[config.mk]
export PLATFORM = sky130hd
export DESIGN_NAME = target_finder_top
export DESIGN_NICKNAME = d
export VERILOG_FILES = /design/src/vision_pkg.sv /design/src/target_finder_top.sv /design/src/report_egress.sv /design/src/target_accumulator.sv /design/src/color_classifier.sv /design/src/pixel_ingress.sv
export SDC_FILE = /design/constraint.sdc
export NUM_CORES = 2
export LEC_CHECK = 0
export ABC_AREA = 1
export BUFFER_PORTS_ARGS = -buffer_cell sky130_fd_sc_hd__buf_2
export CAP_MARGIN = 20
export CORE_ASPECT_RATIO = 0.75
export CORE_UTILIZATION = 25
export DETAILED_ROUTE_END_ITERATION = 8
export SYNTH_ARGS = -nofsm -noshare
export SYNTH_HDL_FRONTEND = slang
export SYNTH_SLANG_ARGS = --single-unit
[constraint.sdc]
create_clock -name clk -period 4.7 [get_ports clk]
set_input_delay 0.235 -clock clk [delete_from_list [all_inputs] [get_ports clk]]
set_output_delay 0.235 -clock clk [all_outputs]
set_load 0.02 [all_outputs]
[src/vision_pkg.sv]
`default_nettype none

package vision_pkg;

    localparam int COORD_W     = 10;  // x and y coordinate width
    localparam int COUNT_W     = 16;  // Per-class pixel count width
    localparam int NUM_CLASSES = 5;   // Real colour classes, cls_none excluded

    // Priority order, first match wins
    typedef enum logic [2:0] {
        cls_orange,
        cls_pink,
        cls_purple,
        cls_blue,
        cls_green,
        cls_none
    } color_class_e;

    typedef struct packed {
        logic [3:0] r;
        logic [3:0] g;
        logic [3:0] b;
        logic       sof;  // First pixel of frame
        logic       eol;  // Last pixel of line
        logic       eof;  // Last pixel of frame
    } pixel_beat_t;

    typedef struct packed {
        color_class_e cls;
        logic         sof;
        logic         eol;
        logic         eof;
    } classified_beat_t;

    // Inclusive limits per channel
    typedef struct packed {
        logic [3:0] r_min;
        logic [3:0] r_max;
        logic [3:0] g_min;
        logic [3:0] g_max;
        logic [3:0] b_min;
        logic [3:0] b_max;
    } color_window_t;

    typedef struct packed {
        color_window_t orange;
        color_window_t pink;
        color_window_t purple;
        color_window_t blue;
        color_window_t green;
    } threshold_set_t;

    // Open sides of a window sit at 0 or 15
    localparam threshold_set_t default_thresholds = '{
        orange: '{r_min: 4'd8,  r_max: 4'd15, g_min: 4'd2,  g_max: 4'd5,
                  b_min: 4'd0,  b_max: 4'd5},
        pink:   '{r_min: 4'd12, r_max: 4'd15, g_min: 4'd0,  g_max: 4'd3,
                  b_min: 4'd10, b_max: 4'd15},
        purple: '{r_min: 4'd6,  r_max: 4'd10, g_min: 4'd0,  g_max: 4'd3,
                  b_min: 4'd6,  b_max: 4'd10},
        blue:   '{r_min: 4'd0,  r_max: 4'd3,  g_min: 4'd0,  g_max: 4'd7,
                  b_min: 4'd10, b_max: 4'd15},
        green:  '{r_min: 4'd0,  r_max: 4'd4,  g_min: 4'd10, g_max: 4'd15,
                  b_min: 4'd0,  b_max: 4'd4}
    };

    typedef struct packed {
        color_class_e       cls;
        logic [COUNT_W-1:0] count;
        logic [COORD_W-1:0] x_min;
        logic [COORD_W-1:0] x_max;
        logic [COORD_W-1:0] y_min;
        logic [COORD_W-1:0] y_max;
    } target_report_t;

endpackage

`default_nettype wire
[src/target_finder_top.sv]
`timescale 1ns/10ps
`default_nettype none

module target_finder_top #(
    parameter int                         PIX_FIFO_DEPTH    = 8,
    parameter int                         REPORT_FIFO_DEPTH = 4,
    parameter int                         OUT_CREDITS       = 2,
    parameter vision_pkg::threshold_set_t THRESHOLDS        = vision_pkg::default_thresholds
) (
    input  logic                       clk,
    input  logic                       rst,
    input  logic                       in_valid,
    input  logic                       out_credit,
    input  vision_pkg::pixel_beat_t    in_beat,
    output logic                       in_credit,
    output logic                       out_valid,
    output vision_pkg::target_report_t out_report
);

    import vision_pkg::*;

    logic             pix_valid;
    logic             stall;      // Only back-pressure into the pixel path
    logic             cls_valid;
    logic             rpt_valid;
    logic             rpt_ready;
    pixel_beat_t      pix_beat;
    classified_beat_t cls_beat;
    target_report_t   rpt;

    pixel_ingress #(
        .PIX_FIFO_DEPTH(PIX_FIFO_DEPTH)
    ) u_ingress (
        .clk(clk),
        .rst(rst),
        .in_valid(in_valid),
        .stall(stall),
        .in_beat(in_beat),
        .in_credit(in_credit),
        .pix_valid(pix_valid),
        .pix_beat(pix_beat)
    );

    color_classifier #(
        .THRESHOLDS(THRESHOLDS)
    ) u_classifier (
        .clk(clk),
        .rst(rst),
        .pix_valid(pix_valid),
        .stall(stall),
        .pix_beat(pix_beat),
        .cls_valid(cls_valid),
        .cls_beat(cls_beat)
    );

    target_accumulator u_accumulator (
        .clk(clk),
        .rst(rst),
        .cls_valid(cls_valid),
        .rpt_ready(rpt_ready),
        .cls_beat(cls_beat),
        .stall(stall),
        .rpt_valid(rpt_valid),
        .rpt(rpt)
    );

    report_egress #(
        .REPORT_FIFO_DEPTH(REPORT_FIFO_DEPTH),
        .OUT_CREDITS(OUT_CREDITS)
    ) u_egress (
        .clk(clk),
        .rst(rst),
        .rpt_valid(rpt_valid),
        .out_credit(out_credit),
        .rpt(rpt),
        .rpt_ready(rpt_ready),
        .out_valid(out_valid),
        .out_report(out_report)
    );

endmodule

`default_nettype wire

[src/report_egress.sv]
`timescale 1ns/10ps
`default_nettype none

module report_egress #(
    parameter int REPORT_FIFO_DEPTH = 4,
    parameter int OUT_CREDITS       = 2
) (
    input  logic                       clk,
    input  logic                       rst,
    input  logic                       rpt_valid,
    input  logic                       out_credit,  // Credit return from downstream
    input  vision_pkg::target_report_t rpt,
    output logic                       rpt_ready,
    output logic                       out_valid,
    output vision_pkg::target_report_t out_report
);

    import vision_pkg::*;

    localparam int PTR_W  = (REPORT_FIFO_DEPTH > 1) ? $clog2(REPORT_FIFO_DEPTH) : 1;
    localparam int CRED_W = $clog2(OUT_CREDITS + 1);

    target_report_t    mem [REPORT_FIFO_DEPTH];
    logic [PTR_W-1:0]  wr_ptr;
    logic [PTR_W-1:0]  rd_ptr;
    logic [PTR_W:0]    fill;
    logic [CRED_W-1:0] credits;  // Reports the downstream can still accept
    logic              push;
    logic              send;

    assign rpt_ready = (fill != (PTR_W+1)'(REPORT_FIFO_DEPTH));  // Free slot left
    assign push      = rpt_valid && rpt_ready;
    assign send      = (fill != '0) && (credits != '0);

    always_ff @(posedge clk) begin
        if (push) begin
            mem[wr_ptr] <= rpt;
        end
        if (send) begin
            out_report <= mem[rd_ptr];
        end
    end

    always_ff @(posedge clk) begin
        if (rst) begin
            wr_ptr    <= '0;
            rd_ptr    <= '0;
            fill      <= '0;
            credits   <= CRED_W'(OUT_CREDITS);
            out_valid <= 1'b0;
        end else begin
            out_valid <= send;  // Single-cycle strobe per report
            if (push) begin
                wr_ptr <= (wr_ptr == PTR_W'(REPORT_FIFO_DEPTH - 1)) ? '0 : wr_ptr + 1'b1;
            end
            if (send) begin
                rd_ptr <= (rd_ptr == PTR_W'(REPORT_FIFO_DEPTH - 1)) ? '0 : rd_ptr + 1'b1;
            end
            case ({push, send})
                2'b10:   fill <= fill + 1'b1;
                2'b01:   fill <= fill - 1'b1;
                default: fill <= fill;
            endcase
            case ({send, out_credit})
                2'b10:   credits <= credits - 1'b1;  // Spent on a report
                2'b01:   credits <= credits + 1'b1;  // Returned
                default: credits <= credits;
            endcase
        end
    end

    // Downstream returns no more credits than it was given
    a_credit_bound: assert property (@(posedge clk) disable iff (rst)
        credits <= CRED_W'(OUT_CREDITS))
        else $error("report_egress: credit counter above OUT_CREDITS");

endmodule

`default_nettype wire

[src/target_accumulator.sv]
`timescale 1ns/10ps
`default_nettype none

module target_accumulator (
    input  logic                         clk,
    input  logic                         rst,
    input  logic                         cls_valid,
    input  logic                         rpt_ready,  // Report FIFO has room
    input  vision_pkg::classified_beat_t cls_beat,
    output logic                         stall,
    output logic                         rpt_valid,
    output vision_pkg::target_report_t   rpt
);

    import vision_pkg::*;

    typedef enum logic {dump_idle, dump_scan} dump_state_e;

    typedef struct packed {
        logic [COUNT_W-1:0] count;
        logic [COORD_W-1:0] x_min;
        logic [COORD_W-1:0] x_max;
        logic [COORD_W-1:0] y_min;
        logic [COORD_W-1:0] y_max;
    } class_stats_t;

    // Inverted box so the first pixel sets both limits
    localparam class_stats_t EMPTY_STATS = '{count: '0, x_min: '1, x_max: '0,
                                             y_min: '1, y_max: '0};

    class_stats_t       live [NUM_CLASSES];  // Tables of the frame in progress
    class_stats_t       nxt  [NUM_CLASSES];
    class_stats_t       snap [NUM_CLASSES];  // Finished frame being dumped
    class_stats_t       grow;
    class_stats_t       cur;
    dump_state_e        state;
    color_class_e       scan_cls;            // Class offered by the dump
    logic [COORD_W-1:0] x_q;                 // Coordinates of the next pixel
    logic [COORD_W-1:0] y_q;
    logic [COORD_W-1:0] pix_x;
    logic [COORD_W-1:0] pix_y;
    logic               take;
    logic               snap_take;

    // Hold the eof beat until the previous dump has drained
    assign stall     = (state == dump_scan) && cls_valid && cls_beat.eof;
    assign take      = cls_valid && !stall;
    assign snap_take = take && cls_beat.eof;

    assign pix_x = cls_beat.sof ? '0 : x_q;  // sof pixel sits at (0,0)
    assign pix_y = cls_beat.sof ? '0 : y_q;

    always_ff @(posedge clk) begin
        if (rst) begin
            x_q <= '0;
            y_q <= '0;
        end else if (take) begin
            x_q <= cls_beat.eol ? '0 : pix_x + 1'b1;  // Wrap to next line on eol
            y_q <= cls_beat.eol ? pix_y + 1'b1 : pix_y;
        end
    end

    always_comb begin
        nxt  = live;
        grow = live[cls_beat.cls];
        if (take && (cls_beat.cls != cls_none)) begin
            grow.count = grow.count + 1'b1;
            if (pix_x < grow.x_min) grow.x_min = pix_x;
            if (pix_x > grow.x_max) grow.x_max = pix_x;
            if (pix_y < grow.y_min) grow.y_min = pix_y;
            if (pix_y > grow.y_max) grow.y_max = pix_y;
            nxt[cls_beat.cls] = grow;
        end
    end

    always_ff @(posedge clk) begin
        if (rst) begin
            live <= '{default: EMPTY_STATS};
            snap <= '{default: EMPTY_STATS};
        end else if (snap_take) begin
            snap <= nxt;  // Includes the eof pixel itself
            live <= '{default: EMPTY_STATS};
        end else if (take) begin
            live <= nxt;
        end
    end

    always_comb begin
        cur       = snap[scan_cls];
        rpt_valid = (state == dump_scan) && (cur.count != '0);  // Empty classes skipped
        rpt.cls   = scan_cls;
        rpt.count = cur.count;
        rpt.x_min = cur.x_min;
        rpt.x_max = cur.x_max;
        rpt.y_min = cur.y_min;
        rpt.y_max = cur.y_max;
    end

    always_ff @(posedge clk) begin
        if (rst) begin
            state    <= dump_idle;
            scan_cls <= cls_orange;
        end else begin
            case (state)
                dump_idle: begin
                    if (snap_take) begin
                        state    <= dump_scan;
                        scan_cls <= cls_orange;
                    end
                end
                dump_scan: begin
                    // Step on when the class is empty or its report was taken
                    if (!rpt_valid || rpt_ready) begin
                        if (scan_cls == cls_green) state <= dump_idle;
                        else scan_cls <= color_class_e'(scan_cls + 3'd1);
                    end
                end
                default: state <= dump_idle;
            endcase
        end
    end

    // Snapshot stays frozen while any of its reports is still being offered
    a_snap_idle: assert property (@(posedge clk) disable iff (rst)
        (state == dump_scan) |=>
            $stable(snap[0]) && $stable(snap[1]) && $stable(snap[2]) &&
            $stable(snap[3]) && $stable(snap[4]))
        else $error("target_accumulator: snapshot taken during a dump");

    a_no_wrap: assert property (@(posedge clk) disable iff (rst)
        take && (cls_beat.cls != cls_none) |-> (live[cls_beat.cls].count != '1))
        else $error("target_accumulator: pixel count would wrap");

endmodule

`default_nettype wire

[src/color_classifier.sv]
`timescale 1ns/10ps
`default_nettype none

module color_classifier #(
    parameter vision_pkg::threshold_set_t THRESHOLDS = vision_pkg::default_thresholds
) (
    input  logic                         clk,
    input  logic                         rst,
    input  logic                         pix_valid,
    input  logic                         stall,
    input  vision_pkg::pixel_beat_t      pix_beat,
    output logic                         cls_valid,
    output vision_pkg::classified_beat_t cls_beat
);

    import vision_pkg::*;

    logic         hit_orange;
    logic         hit_pink;
    logic         hit_purple;
    logic         hit_blue;
    logic         hit_green;
    color_class_e pick;  // Winning class for this pixel

    // Both limits inclusive on every channel
    function automatic logic in_window(pixel_beat_t p, color_window_t w);
        return (p.r >= w.r_min) && (p.r <= w.r_max) &&
               (p.g >= w.g_min) && (p.g <= w.g_max) &&
               (p.b >= w.b_min) && (p.b <= w.b_max);
    endfunction

    assign hit_orange = in_window(pix_beat, THRESHOLDS.orange);
    assign hit_pink   = in_window(pix_beat, THRESHOLDS.pink);
    assign hit_purple = in_window(pix_beat, THRESHOLDS.purple);
    assign hit_blue   = in_window(pix_beat, THRESHOLDS.blue);
    assign hit_green  = in_window(pix_beat, THRESHOLDS.green);

    // Windows may overlap, enum order decides
    always_comb begin
        if (hit_orange) begin
            pick = cls_orange;
        end else if (hit_pink) begin
            pick = cls_pink;
        end else if (hit_purple) begin
            pick = cls_purple;
        end else if (hit_blue) begin
            pick = cls_blue;
        end else if (hit_green) begin
            pick = cls_green;
        end else begin
            pick = cls_none;  // Background pixel
        end
    end

    always_ff @(posedge clk) begin
        if (rst) begin
            cls_valid <= 1'b0;
        end else if (!stall) begin
            cls_valid <= pix_valid;  // Held while stalled
        end
    end

    // Payload only
    always_ff @(posedge clk) begin
        if (pix_valid && !stall) begin
            cls_beat.cls <= pick;
            cls_beat.sof <= pix_beat.sof;
            cls_beat.eol <= pix_beat.eol;
            cls_beat.eof <= pix_beat.eof;
        end
    end

endmodule

`default_nettype wire

[src/pixel_ingress.sv]
`timescale 1ns/10ps
`default_nettype none

module pixel_ingress #(
    parameter int PIX_FIFO_DEPTH = 8
) (
    input  logic                    clk,
    input  logic                    rst,
    input  logic                    in_valid,
    input  logic                    stall,      // Back-pressure from accumulator
    input  vision_pkg::pixel_beat_t in_beat,
    output logic                    in_credit,  // One pulse per pop
    output logic                    pix_valid,
    output vision_pkg::pixel_beat_t pix_beat
);

    import vision_pkg::*;

    localparam int PTR_W = (PIX_FIFO_DEPTH > 1) ? $clog2(PIX_FIFO_DEPTH) : 1;

    pixel_beat_t      mem [PIX_FIFO_DEPTH];  // Beat storage
    logic [PTR_W-1:0] wr_ptr;
    logic [PTR_W-1:0] rd_ptr;
    logic [PTR_W:0]   fill;                  // Beats held
    logic             fifo_empty;
    logic             fifo_full;
    logic             push;
    logic             pop;

    assign fifo_empty = (fill == '0);
    assign fifo_full  = (fill == (PTR_W+1)'(PIX_FIFO_DEPTH));
    assign push       = in_valid && !fifo_full;  // Upstream only sends with credit
    assign pop        = !fifo_empty && !stall;

    // Fall-through read, popped beat is visible in the pop cycle
    assign pix_valid = pop;
    assign pix_beat  = mem[rd_ptr];

    always_ff @(posedge clk) begin
        if (push) begin
            mem[wr_ptr] <= in_beat;
        end
    end

    always_ff @(posedge clk) begin
        if (rst) begin
            wr_ptr    <= '0;
            rd_ptr    <= '0;
            fill      <= '0;
            in_credit <= 1'b0;
        end else begin
            in_credit <= pop;  // Credit back to the source
            if (push) begin
                wr_ptr <= (wr_ptr == PTR_W'(PIX_FIFO_DEPTH - 1)) ? '0 : wr_ptr + 1'b1;
            end
            if (pop) begin
                rd_ptr <= (rd_ptr == PTR_W'(PIX_FIFO_DEPTH - 1)) ? '0 : rd_ptr + 1'b1;
            end
            case ({push, pop})
                2'b10:   fill <= fill + 1'b1;
                2'b01:   fill <= fill - 1'b1;
                default: fill <= fill;  // Idle or simultaneous push and pop
            endcase
        end
    end

    // Source must never send without a credit
    a_no_overrun: assert property (@(posedge clk) disable iff (rst)
        in_valid |-> !fifo_full)
        else $error("pixel_ingress: beat arrived with FIFO full");

endmodule

`default_nettype wire

==> metrics.md <==
| Metric | Value |
|---|---|
| Largest net degree at the start of global routing | between 150 and 200 |
| Compound-Gate Fraction of Synth Area | between 10 and 15% |
| Max Slew Vio Count | 0 |
| Max-cap violations | 0 |
| Least-Margin Pin Slew | 1.22 ns |
| WP data required | 5.25 ns |
| Die area | 176000 um^2 |
| Met3 Wirelength | 9830 um |
| R2R cell count | 18 |
| Post-synth top flop | dfxtp_1 |
| Most common cell after layout, fill and taps aside | nand2_1 |
| Hold buffer count at cts | 16 |
| Drt pass-1 iters | 6 |
| Post-synthesis cell count | between 5000 and 6000 |
| First-pass GRT wire length | 194000 um |
| Worst slew margin | roughly 19% |
| RSZ-0062 raised after global routing | no |
| Peak supply drop | 0.437 mV |
| Worst Setup End Kind | flop |
| DP HPWL | 77200 um |
| Post-Synth Adder-Cell Area | 1.73% |
| Final hold violation count | 0 |
| Setup_tns | 0 ns |
| Clk_lat worst skew | roughly 0.7 ns |
| Hold Path Class | input port to flop |
| Die height | 363 um |
| Top routing layer used | met5 |
| Layout Skew | 0.0220 ns |
| IO buf count | 78 |
| Num rows | 132 |
| Syn Nets | 5177 |
| Yosys Warn Count | 0 |
| Wire per inst | between 15 and 20 um |
| CTS resizes | 0 |
| Setup violations, final | 0 |
| Met1 WL | 59900 um |
| Starting Density | 25.2% |
| Crit path time final | 4.25 ns |
| Mapped Area | 43500 um^2 |
| Setup ws final | 0.445 ns |
| Hold Crit Depth | 3 |
| Yosys reg bits | 1022 |
| CTS tree | built |
| Post-synth ARST share | 0% |
| Synth Area per Inst | approximately 8.5 um^2 |
| Clk buf depth | 3 |
| # clock sinks | 1022 |
| Post-Synth Simple-Gate Area | 24.8% |
| Final WL | 127000 um |
| Clk slew on worst S/H paths | 0.07 ns |
| WL met2 | between 50000 and 60000 um |
| Mux share of post-synthesis cell area | 0.0921% |
| Total track usage | 14.0% |
| Worst EP arrival | 4.81 ns |
| Final period util | 90.5% |
| Share of layout cells above drive strength 1 | between 10% and 20% |
| Setup Slack @ Placement | 0.504 ns |
| Crit path kind | flop to flop |
| Postcts setup bufs | 0 |
| Sequential area share after synthesis | 56.6% |
| CTS H-tree lvls | 3 |
| Vias | between 30000 and 40000 |
| Initial antenna violation count | 5 |
| Min-Delay Endpoint | u_accumulator.x_q[2]$_SDFFE_PP0P_ |
| Cts bufs inserted | 96 |
| Leakage power | 19.4 nW |
| Crit Path Max Fanout | 20 |
| DRT antenna net count | 0 |
| CP startpoint kind | flop |
| Final Net Count | 5191 |
| Largest family of logic cells by synthesized area | simple AND/OR/NAND/NOR gates |
| Run status | completed |
| R2r startpoint | u_classifier.cls_beat[5]$_SDFFCE_PP0P_ |
| XOR/XNOR Fraction of Synth Area | 0.138% |
| Post-synth EDFFs | 413 |
| Grt ovf | 0 |
| FMAX | 0.235 GHz |
| Synth-to-layout area growth | 15.3% |
| Reg-to-reg critical path endpoint | u_accumulator.snap[207]$_SDFFE_PP1P_ |
| GP Congestion | approximately 0.85 |
| Unique masters post-synth | between 50 and 60 |
| Most frequent cells in the layout | 1221 x nand2_1, 620 x nor2_1, 606 x dfxtp_1 |
| CORE AREA | about 170000 um^2 |
| Ports | 80 |
| CTS root buffer | clkbuf_16 |
| Via/cell ratio | 4.75 |
| HP Start | rst |
| Reg2Reg Setup Slack | 0.45 ns |
| DR iter-0 viols | 3641 |
| Remaining DRCs | 0 |
| Vias in the first global route | 33016 |
| Die W | ~480 um |
| PD cells | 548 nW/um^2 |
per-layer routing:
layer  track usage [%]  vias to the layer above
met1              20.2                    16937
met3              2.36                      194
li1                  -                    17181
met4              3.63                        2
met2              21.4                     1205
met5                 0                        -
through the flow:
stage               instance area (um^2)  hold slack (ns)  power (mW)  cells  utilization (%)
floorplan                          43500            0.334        16.4   5099                -
global placement                   46800            0.438        19.5   7276             27.1
detailed placement                 46800            0.438        19.6   7276             27.1
CTS                                50100            0.136        27.6   7473             29.0
global route                       50100            0.169        28.8   7475             29.0
finish                             50100            0.187        27.5   7475             29.0
worst max path at each step:
stage,slack (ns),to,from,cells after the start
2_1_floorplan,0.09,u_egress.mem[0][0]$_DFFE_PP_,u_accumulator.scan_cls[0]$_SDFFE_PP0P_,13
5_1_grt,0.1,u_accumulator.snap[261]$_SDFFE_PP1P_,u_classifier.cls_beat[5]$_SDFFCE_PP0P_,18
6_report,0.45,u_accumulator.snap[207]$_SDFFE_PP1P_,u_classifier.cls_beat[5]$_SDFFCE_PP0P_,18
3_3_place_gp,0.51,u_accumulator.snap[147]$_SDFFE_PP1P_,u_classifier.cls_beat[5]$_SDFFCE_PP0P_,18
3_5_place_dp,0.50,u_accumulator.snap[207]$_SDFFE_PP1P_,u_classifier.cls_beat[5]$_SDFFCE_PP0P_,16
4_1_cts,0.52,u_accumulator.snap[112]$_SDFFE_PP0P_,u_classifier.cls_beat[5]$_SDFFCE_PP0P_,19
kinds of logic (layout without fill, tap and decap cells):
group | Yosys count | count (layout)
AO/OA/AOI/OAI | 883 | 883
XOR/XNOR | 6 | 6
adder cells (fa/ha/maj) | 59 | 59
buffers and inverters | 578 | 675
flip-flops | 1022 | 1022
multiplexers | 4 | 4
other | 0 | 1
AND/OR/NAND/NOR | 2547 | 2547
synth_stat cells, types with 21 or more instances:
master | number | area share [%]
nor2_1 | 638 | 5.5
inv_1 | 263 | 2.3
nand3_1 | 488 | 5.6
o22ai_1 | 108 | 1.6
clkbuf_1 | 226 | 2.0
nand4_1 | 21 | 0.30
o21ai_1 | 40 | 0.46
a21oi_1 | 192 | 2.2
o21ai_0 | 420 | 4.8
a32o_1 | 36 | 0.83
ha_1 | 57 | 1.6
edfxtp_1 | 413 | 29
dfxtp_1 | 609 | 28
o211ai_1 | 59 | 1.0
buf_2 | 52 | 0.60
nand2_1 | 1221 | 11
or2_2 | 116 | 1.7
registers in the layout, indices dropped and copies added, names as in the netlist, 4 cells and up, named ones only:
signal / count
u_accumulator.live: 280
u_accumulator.snap: 280
u_egress.mem: 236
u_ingress.mem: 112
u_egress.out_report: 59
u_accumulator.x_q: 10
u_accumulator.y_q: 10
u_classifier.cls_beat: 6
u_ingress.fill: 4
report_power, final:
part	internal (mW)	switching, mW	leakage, nW
clock network	4.45	3.52	1.55
registers	10.7	0.440	8.70
logic	2.22	6.14	9.11
worst max-delay path, stage by stage (launching register included):
cell      delay (ns)
edfxtp_1        0.53
inv_2           0.32
nand2_1         0.20
nor2_4          0.46
buf_4           0.46
nand2_1         0.09
nand3_1         0.11
nor2_1          0.09
ha_1            0.30
nand2_1         0.07
inv_1           0.06
o21ai_0         0.07
nand2_1         0.09
a21oi_1         0.17
nand2_1         0.44
nand2_1         0.34
nand3_1         0.11
nand2_1         0.12
a21oi_1         0.07
layout make-up:
type | count | area (um^2)
Fill cell | 18251 | 123000
Sequential cell | 1022 | 24600
Clock inverter | 40 | 410
Inverter | 275 | 1040
Tap cell | 2278 | 2850
Multi-Input combinational cell | 3499 | 16700
Clock buffer | 141 | 2780
Antenna cell | 1 | 2.50
Timing Repair Buffer | 219 | 1710
Power figures use the tool's default switching activity.
